===== src/snoop_consts.svh =====
`ifndef SNOOP_CONSTS_SVH
`define SNOOP_CONSTS_SVH

////////////////////////////////////////
// ACE channel widths
////////////////////////////////////////

// Snoop address on the AC channel
`define ACE_ADDR_WIDTH 44

// One CD beat
`define ACE_DATA_WIDTH 128

// Software-visible configuration registers
`define REG_WIDTH 32

////////////////////////////////////////
// Reply shaping
////////////////////////////////////////

`define LINE_BEATS 4  // 64-byte line at 128 bits per beat

// Code d waits DELAY_BASE_CYCLES << (d - 1) cycles, none for d == 0
`define DELAY_BASE_CYCLES 4

`endif


===== src/ctrl_pkg.sv =====
`include "snoop_consts.svh"

package ctrl_pkg;

    // Function field of the control register
    typedef enum logic [3:0]
    {
        FUNC_OSH = 4'd1,  // One-shot delay
        FUNC_CON = 4'd2,  // Continuous delay
        FUNC_ADL = 4'd3,  // Active side, answered as dummy
        FUNC_ADT = 4'd4,
        FUNC_PDT = 4'd5   // Passive data tampering
    } func_e;

    typedef enum logic [3:0]
    {
        TEST_FUZZING  = 4'd0,  // Reply with no inserted wait
        TEST_DELAY_CR = 4'd1   // CRVALID held back by the delay code
    } test_e;

    // Control register as seen by software, en sits in bit 0
    typedef struct packed
    {
        logic       rsvd_hi;       // Bit 21
        logic       pdt_en;
        logic [1:0] rsvd_mid;
        logic       con_en;
        logic       osh_en;
        logic       addr_filt_en;  // Bit 15
        logic       ac_filt_en;
        logic [4:0] crresp;        // Response used by the functions
        func_e      func;
        test_e      test;
        logic       en;
    } ctrl_reg_t;

    typedef struct packed
    {
        logic [3:0]            snoop_match;  // AC snoop type to hit
        logic [`REG_WIDTH-1:0] win_base;
        logic [`REG_WIDTH-1:0] win_size;
    } filter_cfg_t;

endpackage


===== src/snoop_pkg.sv =====
`include "snoop_consts.svh"

package snoop_pkg;

    // One snoop from the interconnect
    typedef struct packed
    {
        logic [`ACE_ADDR_WIDTH-1:0] addr;
        logic [3:0]                 snoop;
        logic [7:0]                 arlen;  // CD burst is arlen + 1 beats
    } snoop_req_t;

    typedef enum logic [1:0]
    {
        ACT_DUMMY   = 2'd0,  // Plain CR with a zero response
        ACT_DELAYED = 2'd1,
        ACT_DATA    = 2'd2   // CR then a CD burst
    } reply_action_e;

    // Decoded command handed to the reply stage
    typedef struct packed
    {
        reply_action_e action;
        logic [4:0]    crresp;
        logic [7:0]    arlen;
    } reply_cmd_t;

    typedef enum logic [2:0]
    {
        ST_IDLE = 3'd0,
        ST_WAIT = 3'd1,  // Delay timer running
        ST_CR   = 3'd2,
        ST_DATA = 3'd3,
        ST_DONE = 3'd4
    } reply_state_e;

endpackage


===== src/passive_snoop_top.sv =====
`timescale 1ns/1ps
`include "snoop_consts.svh"

module passive_snoop_top
(
    input  logic                                   ace_aclk,
    input  logic                                   ace_aresetn,
    input  logic                                   i_snoop_valid,
    output logic                                   o_snoop_ready,
    input  snoop_pkg::snoop_req_t                  i_snoop,
    input  ctrl_pkg::ctrl_reg_t                    i_ctrl,
    input  ctrl_pkg::filter_cfg_t                  i_filter,
    input  logic [`REG_WIDTH-1:0]                  i_delay_code,
    input  logic [`LINE_BEATS*`ACE_DATA_WIDTH-1:0] i_cache_line,
    output logic                                   o_crvalid,
    output logic [4:0]                             o_crresp,
    input  logic                                   i_crready,
    output logic                                   o_cdvalid,
    output logic [`ACE_DATA_WIDTH-1:0]             o_cddata,
    output logic                                   o_cdlast,
    input  logic                                   i_cdready,
    output logic                                   o_busy
);

    logic                  cmd_valid;
    logic                  cmd_ready;
    snoop_pkg::reply_cmd_t cmd;
    logic                  delay_start;
    logic                  delay_done;

    // Decode, one command deep
    snoop_decode decode_i
    (
        .ace_aclk      (ace_aclk),
        .ace_aresetn   (ace_aresetn),
        .i_snoop_valid (i_snoop_valid),
        .o_snoop_ready (o_snoop_ready),
        .i_snoop       (i_snoop),
        .i_ctrl        (i_ctrl),
        .i_filter      (i_filter),
        .o_cmd_valid   (cmd_valid),
        .i_cmd_ready   (cmd_ready),
        .o_cmd         (cmd)
    );

    reply_delay delay_i
    (
        .ace_aclk     (ace_aclk),
        .ace_aresetn  (ace_aresetn),
        .i_start      (delay_start),
        .i_delay_code (i_delay_code),
        .o_done       (delay_done)
    );

    // CR and CD drivers
    snoop_reply_fsm reply_i
    (
        .ace_aclk      (ace_aclk),
        .ace_aresetn   (ace_aresetn),
        .i_cmd_valid   (cmd_valid),
        .o_cmd_ready   (cmd_ready),
        .i_cmd         (cmd),
        .i_test        (i_ctrl.test),
        .o_delay_start (delay_start),
        .i_delay_done  (delay_done),
        .i_cache_line  (i_cache_line),
        .o_crvalid     (o_crvalid),
        .o_crresp      (o_crresp),
        .i_crready     (i_crready),
        .o_cdvalid     (o_cdvalid),
        .o_cddata      (o_cddata),
        .o_cdlast      (o_cdlast),
        .i_cdready     (i_cdready),
        .o_busy        (o_busy)
    );

endmodule


===== src/reply_delay.sv =====
`timescale 1ns/1ps
`include "snoop_consts.svh"

module reply_delay
(
    input  logic                  ace_aclk,
    input  logic                  ace_aresetn,
    input  logic                  i_start,
    input  logic [`REG_WIDTH-1:0] i_delay_code,
    output logic                  o_done
);

    logic [`REG_WIDTH-1:0] target;
    logic [`REG_WIDTH-1:0] cnt_q;
    logic                  running_q;

    // Zero for code 0, otherwise base << (code - 1)
    assign target = (i_delay_code == '0) ? '0 :
                    (`REG_WIDTH'(`DELAY_BASE_CYCLES) << (i_delay_code - 1'b1));

    // Count of 0 or 1 both finish in the first running cycle
    assign o_done = running_q && (cnt_q <= `REG_WIDTH'(1));

    always_ff @(posedge ace_aclk)
    begin
        if (!ace_aresetn)
        begin
            running_q <= 1'b0;
            cnt_q     <= '0;
        end
        else if (i_start)
        begin
            running_q <= 1'b1;
            cnt_q     <= target;  // Sampled once per reply
        end
        else if (running_q)
        begin
            if (o_done)
                running_q <= 1'b0;
            cnt_q <= cnt_q - 1'b1;
        end
    end

    // Reply stage only starts the timer from idle
    a_no_restart: assert property (@(posedge ace_aclk) disable iff (!ace_aresetn)
        i_start |-> !running_q);

endmodule


===== src/snoop_decode.sv =====
`timescale 1ns/1ps
`include "snoop_consts.svh"

module snoop_decode
(
    input  logic                  ace_aclk,
    input  logic                  ace_aresetn,
    input  logic                  i_snoop_valid,
    output logic                  o_snoop_ready,
    input  snoop_pkg::snoop_req_t i_snoop,
    input  ctrl_pkg::ctrl_reg_t   i_ctrl,
    input  ctrl_pkg::filter_cfg_t i_filter,
    output logic                  o_cmd_valid,
    input  logic                  i_cmd_ready,
    output snoop_pkg::reply_cmd_t o_cmd
);

    logic                     ready_en_q;  // Low for the first cycle out of reset
    logic                     osh_done_q;  // One-shot guard
    logic                     cmd_valid_q;
    snoop_pkg::reply_cmd_t    cmd_q;
    logic [`REG_WIDTH-1:0]    addr_lo;
    logic                     ac_hit;
    logic                     addr_hit;
    logic                     filt_pass;
    logic                     snoop_fire;
    logic                     osh_take;
    snoop_pkg::reply_action_e next_action;

    ////////////////////////////////////////
    // Filters
    ////////////////////////////////////////

    assign addr_lo  = i_snoop.addr[`REG_WIDTH-1:0];
    assign ac_hit   = (i_snoop.snoop == i_filter.snoop_match);
    assign addr_hit = (addr_lo >= i_filter.win_base) &&
                      (addr_lo < i_filter.win_base + i_filter.win_size);

    // Each enabled filter has to hit
    assign filt_pass = (!i_ctrl.ac_filt_en || ac_hit) && (!i_ctrl.addr_filt_en || addr_hit);

    always_comb
    begin
        next_action = snoop_pkg::ACT_DUMMY;
        osh_take    = 1'b0;
        if (filt_pass)
        begin
            case (i_ctrl.func)
                ctrl_pkg::FUNC_OSH:
                begin
                    if (i_ctrl.osh_en && !osh_done_q)
                    begin
                        next_action = snoop_pkg::ACT_DELAYED;
                        osh_take    = 1'b1;  // Arms the guard on handshake
                    end
                end
                ctrl_pkg::FUNC_CON:
                    if (i_ctrl.con_en)
                        next_action = snoop_pkg::ACT_DELAYED;
                ctrl_pkg::FUNC_PDT:
                    if (i_ctrl.pdt_en)
                        next_action = snoop_pkg::ACT_DATA;
                default:
                    next_action = snoop_pkg::ACT_DUMMY;  // ADL, ADT and unknown codes
            endcase
        end
    end

    ////////////////////////////////////////
    // Command register
    ////////////////////////////////////////

    assign o_snoop_ready = ready_en_q && (!cmd_valid_q || i_cmd_ready);
    assign snoop_fire    = i_snoop_valid && o_snoop_ready;
    assign o_cmd_valid   = cmd_valid_q;
    assign o_cmd         = cmd_q;

    always_ff @(posedge ace_aclk)
    begin
        if (!ace_aresetn)
        begin
            ready_en_q  <= 1'b0;
            osh_done_q  <= 1'b0;
            cmd_valid_q <= 1'b0;
        end
        else
        begin
            ready_en_q <= 1'b1;
            if (!i_ctrl.en)
                osh_done_q <= 1'b0;  // Rearm while disabled
            else if (snoop_fire && osh_take)
                osh_done_q <= 1'b1;
            if (snoop_fire)
                cmd_valid_q <= 1'b1;
            else if (i_cmd_ready)
                cmd_valid_q <= 1'b0;
        end
    end

    always_ff @(posedge ace_aclk)
    begin
        if (snoop_fire)
        begin
            cmd_q.action <= next_action;
            cmd_q.crresp <= i_ctrl.crresp;
            cmd_q.arlen  <= i_snoop.arlen;
        end
    end

    // A decoded command waits unchanged until the reply stage takes it
    a_cmd_hold: assert property (@(posedge ace_aclk) disable iff (!ace_aresetn)
        o_cmd_valid && !i_cmd_ready |=> o_cmd_valid && $stable(o_cmd));

endmodule


===== src/snoop_reply_fsm.sv =====
`timescale 1ns/1ps
`include "snoop_consts.svh"

module snoop_reply_fsm
(
    input  logic                                   ace_aclk,
    input  logic                                   ace_aresetn,
    input  logic                                   i_cmd_valid,
    output logic                                   o_cmd_ready,
    input  snoop_pkg::reply_cmd_t                  i_cmd,
    input  ctrl_pkg::test_e                        i_test,
    output logic                                   o_delay_start,
    input  logic                                   i_delay_done,
    input  logic [`LINE_BEATS*`ACE_DATA_WIDTH-1:0] i_cache_line,
    output logic                                   o_crvalid,
    output logic [4:0]                             o_crresp,
    input  logic                                   i_crready,
    output logic                                   o_cdvalid,
    output logic [`ACE_DATA_WIDTH-1:0]             o_cddata,
    output logic                                   o_cdlast,
    input  logic                                   i_cdready,
    output logic                                   o_busy
);

    localparam int BEAT_W = $clog2(`LINE_BEATS);

    snoop_pkg::reply_state_e state_q;
    snoop_pkg::reply_cmd_t   cmd_q;      // Command being answered
    logic [BEAT_W-1:0]       beat_q;
    logic [BEAT_W-1:0]       last_beat;
    logic                    cmd_fire;
    logic                    needs_wait;

    assign o_cmd_ready = (state_q == snoop_pkg::ST_IDLE);
    assign cmd_fire    = i_cmd_valid && o_cmd_ready;

    // Only delayed replies in the delay-CR test mode go through the timer
    assign needs_wait    = (i_cmd.action == snoop_pkg::ACT_DELAYED) &&
                           (i_test == ctrl_pkg::TEST_DELAY_CR);
    assign o_delay_start = cmd_fire && needs_wait;

    // Burst clipped to one cache line
    assign last_beat = (cmd_q.arlen >= 8'(`LINE_BEATS - 1)) ? BEAT_W'(`LINE_BEATS - 1)
                                                            : cmd_q.arlen[BEAT_W-1:0];

    ////////////////////////////////////////
    // Channel outputs
    ////////////////////////////////////////

    assign o_crvalid = (state_q == snoop_pkg::ST_CR);
    assign o_crresp  = (cmd_q.action == snoop_pkg::ACT_DUMMY) ? 5'd0 : cmd_q.crresp;
    assign o_cdvalid = (state_q == snoop_pkg::ST_DATA);
    assign o_cddata  = i_cache_line[beat_q*`ACE_DATA_WIDTH +: `ACE_DATA_WIDTH];
    assign o_cdlast  = o_cdvalid && (beat_q == last_beat);
    assign o_busy    = (state_q != snoop_pkg::ST_IDLE);

    ////////////////////////////////////////
    // Reply sequencing
    ////////////////////////////////////////

    always_ff @(posedge ace_aclk)
    begin
        if (!ace_aresetn)
        begin
            state_q <= snoop_pkg::ST_IDLE;
            beat_q  <= '0;
        end
        else
        begin
            case (state_q)
                snoop_pkg::ST_IDLE:
                begin
                    beat_q <= '0;
                    if (cmd_fire)
                        state_q <= needs_wait ? snoop_pkg::ST_WAIT : snoop_pkg::ST_CR;
                end
                snoop_pkg::ST_WAIT:
                    if (i_delay_done)
                        state_q <= snoop_pkg::ST_CR;
                snoop_pkg::ST_CR:
                begin
                    if (i_crready)  // Tampering goes on to the CD burst
                        state_q <= (cmd_q.action == snoop_pkg::ACT_DATA) ?
                                   snoop_pkg::ST_DATA : snoop_pkg::ST_DONE;
                end
                snoop_pkg::ST_DATA:
                begin
                    if (i_cdready)
                    begin
                        if (beat_q == last_beat)
                            state_q <= snoop_pkg::ST_DONE;
                        else
                            beat_q <= beat_q + 1'b1;  // Next slice of the line
                    end
                end
                snoop_pkg::ST_DONE:
                    state_q <= snoop_pkg::ST_IDLE;
                default:
                    state_q <= snoop_pkg::ST_IDLE;
            endcase
        end
    end

    always_ff @(posedge ace_aclk)
    begin
        if (cmd_fire)
            cmd_q <= i_cmd;
    end

    // CR response held until the interconnect takes it
    a_cr_hold: assert property (@(posedge ace_aclk) disable iff (!ace_aresetn)
        o_crvalid && !i_crready |=> o_crvalid && $stable(o_crresp));

    // CD beats only ever answer a tampering command from decode
    a_cd_data_only: assert property (@(posedge ace_aclk) disable iff (!ace_aresetn)
        $rose(o_cdvalid) |-> (cmd_q.action == snoop_pkg::ACT_DATA));

endmodule


===== config.mk =====
export PLATFORM = sky130hd
export DESIGN_NAME = passive_snoop_top
export DESIGN_NICKNAME = d
export VERILOG_FILES = /design/src/ctrl_pkg.sv /design/src/snoop_pkg.sv /design/src/passive_snoop_top.sv /design/src/reply_delay.sv /design/src/snoop_decode.sv /design/src/snoop_reply_fsm.sv
export VERILOG_INCLUDE_DIRS = /design/src /design/src/src
export SDC_FILE = /design/constraint.sdc
export NUM_CORES = 1
export LEC_CHECK = 0
export BUFFER_PORTS_ARGS = -buffer_cell sky130_fd_sc_hd__clkbuf_2
export CAP_MARGIN = 20
export CORE_AREA = 8 8 318 320
export DETAILED_ROUTE_END_ITERATION = 7
export DIE_AREA = 0 0 326 328
export GPL_TIMING_DRIVEN = 0
export HOLD_SLACK_MARGIN = 0.06
export SKIP_LAST_GASP = 1
export SLEW_MARGIN = 25
export SYNTH_ARGS = -nofsm -noshare
export SYNTH_HDL_FRONTEND = slang
export SYNTH_SLANG_ARGS = --single-unit

===== constraint.sdc =====
create_clock -name ace_aclk -period 7.4 [get_ports ace_aclk]
set_input_delay 0.37 -clock ace_aclk [delete_from_list [all_inputs] [get_ports ace_aclk]]
set_output_delay 0.37 -clock ace_aclk [all_outputs]
set_load 0.005 [all_outputs]

# --- Word level (Yosys, flattened, before mapping) ---
# Index checks and enable logic that the tools add are counted.
# W data, S select, Z words.
totals:
  register_bits: 71
  in_bits: 695
  wordCells: 97
classes:
  n_addsub: 4
  n_lt_le_gt_ge: 4
  n_eq_ne: 17
  n_shift: 2
  muxes: 29
  reduce_logical: 28
op_table:
  columns: ["operator", "n"]
  rows:
  - ["$shiftx A512 B10 Y128", 1]
  - ["$mux W32", 3]
  - ["$sub A32 B1 Y32 const B", 2]
  - ["$add A32 B32 Y32", 1]
  - ["$ge A32 B32 Y1", 1]
  - ["$le A32 B1 Y1 const B", 1]
  - ["$logic_not A32 Y1", 1]
  - ["$lt A32 B32 Y1", 1]
  - ["$shl A3 B32 Y32 const A", 1]
  - ["$mux W3", 6]
  - ["$pmux W3 S4", 1]
  - ["$logic_and A1 B1 Y1", 11]
  - ["$mux W1", 11]
  - ["$mux W2", 5]
  - ["$eq A4 B1 Y1 const B", 2]
  - ["$ge A8 B2 Y1 const B", 1]
  - ["$ne A2 B2 Y1 const B", 4]
  - ["$eq A3 B2 Y1 const B", 2]
  - ["$pmux W2 S3", 1]
  - ["$reduce_bool A2 Y1", 3]
  - ["$mux W5", 1]
  - ["$reduce_and A5 Y1", 1]
  - ["$eq A4 B2 Y1 const B", 1]
  - ["$eq A4 B3 Y1 const B", 1]
  - ["other kinds (15)", 21]

# --- Logic depth before layout (Yosys ltp) ---
depth:
  depth_word: 7
  ltp_mapped: 21
  ltp_nobuf: 21

# --- By module ---
# From an unflattened synthesis, not the netlist that was laid out.
hier_totals:
  hier_cells: 1045
  area_unflattened_um2: 10388.7
modules_own_cells:
  columns: ["module", "n_inst", "cells_each", "area_per_inst_um2"]
  rows:
  - ["snoop_reply_fsm", 1, 243, 4011.3]
  - ["snoop_decode", 1, 434, 3647.2]
  - ["reply_delay", 1, 368, 2730.1]

# --- Least setup slack after synthesis ---
# Ideal clock, no wire load.
synth_path:
  kind: "input port to flip-flop"
  start: "in i_filter[0] in the netlist's numbering"
  end: "reg decode_i.osh_done_q"
  setup_ns: 0.101
  arrival_ns: 4.351
  required_time_ns: 7.299
  path_slack_ns: 2.948
  path_stages: 20
  cell_sequence: "ha_1 > inv_1 > fa_1 > nand2b_1 > a21oi_1 > o2111ai_1 > a211o_1 > a21boi_0 > a221oi_1 > o21ai_0 > o21a_1 > xnor2_1 > ha_1 > a21o_1 > a21o_1 > a21oi_1 > o21ai_0 > a32o_1 > or4_1 > o41ai_1"
synth_via:
  elab_chain_cells: 7
synth_rtl:
  columns: ["element", "line", "text"]
  rows:
  - ["start: declaration", "passive_snoop_top.sv:12", "input ctrl_pkg::filter_cfg_t i_filter,"]
  - ["$add A32 B32 Y32", "snoop_decode.sv:37", "(addr_lo < i_filter.win_base + i_filter.win_size);"]
  - ["$lt A32 B32 Y1", "snoop_decode.sv:37", null]
  - ["$logic_and A1 B1 Y1", "snoop_decode.sv:36", "assign addr_hit = (addr_lo >= i_filter.win_base) &&"]
  - ["$logic_or A1 B1 Y1", "snoop_decode.sv:40", "assign filt_pass = (!i_ctrl.ac_filt_en || ac_hit) && (!i_ctrl.addr_filt_en || addr_hit);"]
  - ["$logic_and A1 B1 Y1", "snoop_decode.sv:40", null]
  - ["$mux W1", "snoop_decode.sv:46", "if (filt_pass)"]
  - ["$logic_and A1 B1 Y1", "snoop_decode.sv:91", "else if (snoop_fire && osh_take)"]
  - ["end signal: assignment", "snoop_decode.sv:83", "osh_done_q <= 1'b0;"]
  - ["end signal: assignment", "snoop_decode.sv:90", "osh_done_q <= 1'b0;"]
  - ["end signal: assignment", "snoop_decode.sv:92", "osh_done_q <= 1'b1;"]
  - ["end: declaration", "snoop_decode.sv:19", "logic osh_done_q;"]
# No other way between the ends.
# A chain may end at the register's enable or synchronous reset.

# --- Worst setup path in the final report ---
layout_path:
  start: "in i_filter[32] in the netlist's numbering"
  end: "reg decode_i.cmd_q (netlist bit decode_i.o_cmd[13]), data pin"
layout_via:
  elab_chain_cells: 5
  elab_cells_between_ends: 6
  cone_classes: "add/sub (1); order compare (2); reduce/logical (3)"
layout_rtl:
  columns: ["element", "line", "text"]
  rows:
  - ["$add A32 B32 Y32", "snoop_decode.sv:37", null]
  - ["$lt A32 B32 Y1", "snoop_decode.sv:37", null]
  - ["$logic_and A1 B1 Y1 *", "snoop_decode.sv:36", null]
  - ["$logic_or A1 B1 Y1 *", "snoop_decode.sv:40", null]
  - ["$logic_and A1 B1 Y1 *", "snoop_decode.sv:40", null]
  - ["end: declaration", "snoop_decode.sv:21", "snoop_pkg::reply_cmd_t cmd_q;"]
# Mark *: on every way between the ends. The rest lies on a longest branch, timed or not.

==> metrics <==
status finished, final reports clean; setup TNS 0 ps; worst-path maximum fanout 4; CTS Sinks 71; clock slew at reported path FFs 60 ps; mean post-synth cell area 10.1 um^2; crit-path cells clkbuf_2 > ha_1 > inv_1 > fa_1 > nand2b_1 > a21oi_1 > o2111ai_1 > a211o_1 > a21boi_0 > a21bo_2 > a21o_1 > a21oi_1 > xor2_1 > ha_1 > nand4_1 > nor4_1 > o2111ai_1 > o211ai_1 > a32o_1 > or4_1 > nor2_1; worst hold path cell count 1; gate count of the mapped netlist 979; routed len/inst 31.9 um; Post-synth EDFFs 30; Power Dens Cells 121 nW/um^2; remaining antenna violation count 0; CORE AREA 96000 um^2; unrepaired setup endpoints after global routing no; DRC violations left 0; CP bufs+invs 2; VDD IR max 148 uV; Hold WC Path Type input pin to register; #FFs+latches synth 71; Synth cell types 79; Max-cap violations 0; Die ar. 107000 um^2; Rel. slew slack 36.9%; die extent in x 326 um; WP data required 7510 ps; reg2reg start reply_i.state_q[0]; 1st-iter DRT viols 944; Via density 4.08; Initial Util 10.3%; ys async rst share 0%; type of origin of the critical path input pin; worst endpoint data arrival time 5530 ps; ys flop type dfxtp_1; Mapped Area 9930 um^2; Detailed Routing Iterations Pass 1 5; critical path's largest stage delay 620 ps; overall power 1.93 mW; Clock Path Buffers 2; hpwl dp 92200 um; WL final 98800 um; final worst path period need 5420 ps; I/O Pins 833; top cell type's share of synthesized area 29.0%; TritonCTS buffer count 9; CP delay by family, top compound AO/OA/AOI/OAI gates; Nets 2598; H-tree depth 3; Buffers on Ports 815; first-pass GRT wire length 125000 um; most frequent cells in the layout 817 x clkbuf_2, 128 x mux4_2, 97 x ha_1; post-synth top area cell mux4_2; grt ovf 0; via count 12700; all-layer global routing usage 17.5%; syn_nets 1772; reg2reg end delay_i.cnt_q[14]; commonest non-fill, non-tap cell in the layout clkbuf_2; Rows 114; synth warn 0; CTS Hold Buffers Added 0; clk root buf clkbuf_16; Fin Clk Skew 13.5 ps; Worst Setup End Kind register; sequential share of the synthesized area 17.3%; fraction of layout cells with a size suffix above 1 55.5%; Setup CP Type input pin to register; Post-CTS Setup Inserts 0; Die Y 328 um; CP max-delay cell a21boi_0; vias in the first global route 13000; internal reg-to-reg setup slack 4070 ps; leakage 7.41 nW; final setup fails 0; max-slew violation total from the final report 0; Hold Vio Cnt, Final 0; period utilisation layout 73.3%; critical hold path startpoint ace_aresetn; layout overhead on the synthesized area 60.5%; largest cells by area after synthesis mux4_2 29%, ha_1 12%, edfxtp_1 9.1%, dfxtp_1 8.3%, xnor2_1 3.1%; worst slew pin tran 946 ps; largest net degree at the start of global routing 17; antenna violations before repair 78; post-cts sizing count 0; r2r worst-path depth 10; CTS tree done; f_max 184 MHz; GP Congestion 0.972; WHS Endpoint decode_i.ready_en_q; worst-skew pair later-pin latency 370 ps
## through the flow
step | area (um^2) | setup slack, ps | instances | hold WS [ps] | utilization [%]
finish | 15900 | 1980 | 3101 | 136 | 16.6
floorplan | 9930 | 2950 | 979 | 398 | -
global placement | 15600 | 1640 | 3070 | 401 | 16.3
CTS | 15900 | 1970 | 3086 | 114 | 16.6
global route | 15900 | 1700 | 3092 | 124 | 16.6
detailed placement | 15600 | 1600 | 3070 | 405 | 16.3
## worst reg2reg max path: stages (launching register included)
cell and delay (ps):
dfxtp_1 360, nor3_2 260, and2_2 490, and2_4 240, buf_6 140, nand4_1 90
or4_4 560, nor4_4 470, nand3_2 300, nor2_1 190, o221a_2 190
## registers in the layout, indices dropped and copies added (netlist names)
register / cells
decode_i.o_cmd_valid: 1
decode_i.o_cmd: 15
decode_i.osh_done_q: 1
decode_i.ready_en_q: 1
reply_i.state_q: 3
delay_i.running_q: 1
reply_i.cmd_q: 15
delay_i.cnt_q: 32
reply_i.beat_q: 2
## per-layer routing
layer,vias to the layer above,track usage [%],share of wire (%),wire length (um)
met5,-,0,0.18,182
met1,6093,17.7,35,34200
met3,174,8.85,12,11500
met4,26,5.06,3.6,3520
met2,795,31.7,50,49500
li1,5568,-,-,-
## power by group
| group | switching (mW) | internal (mW) |
|---|---|---|
| clock | 0.214 | 0.234 |
| sequential | 0.0157 | 0.434 |
| combinational | 0.572 | 0.458 |
## synth_stat cells (4+ instances only)
library cell	number
a211o_1	5
a211oi_1	4
a21o_1	34
a21oi_1	59
a31oi_1	12
and2_1	4
and3_1	9
buf_1	16
clkbuf_1	25
dfxtp_1	41
edfxtp_1	30
ha_1	97
inv_1	52
mux4_2	128
nand2_1	44
nand2b_1	16
nand3_1	19
nand4_1	18
nor2_1	78
nor2b_1	14
nor3_1	32
nor4_1	12
nor4b_1	4
o211ai_1	4
o21a_1	9
o21ai_0	41
o21ai_1	4
o221a_2	10
or2_2	4
or3_1	5
or4_1	10
xnor2_1	35
xor2_1	33
## area by class of cell
type                    instances  area (um^2)
multi-input cells             810         7830
plain buffers                  45          190
clock inverters                 7         62.6
well taps                    1276         1600
flip-flops and latches         71         1720
inverters                      53          199
clock buffers                   9          225
diodes                         15         37.5
fillers                     11000        80100
repair buffers                815         4080
## worst max path at each step
stage,from,end,slack (ps),cells past startpoint
floorplan,i_filter[0],decode_i.osh_done_q,2950,20
global placement,i_filter[32],decode_i.o_cmd[13],1640,21
detailed placement,i_filter[32],decode_i.o_cmd[13],1600,21
CTS,i_filter[32],decode_i.o_cmd[13],1970,21
global route,i_filter[32],decode_i.o_cmd[13],1700,21
finish,i_filter[32],decode_i.o_cmd[13],1980,21
## logic make-up after synthesis
kind of cell / count (synthesis) / share of synthesized area, %
DFF: 71 / 17.3
AOI/OAI and AO/OA: 220 / 14.9
adders and majority gates: 98 / 12.4
muxes: 129 / 29.1
and+or+nand+nor: 295 / 16.3
xor gates and xnor gates: 68 / 6.00
buffers and inverters: 98 / 3.84
(Power assumes the default switching activity.)
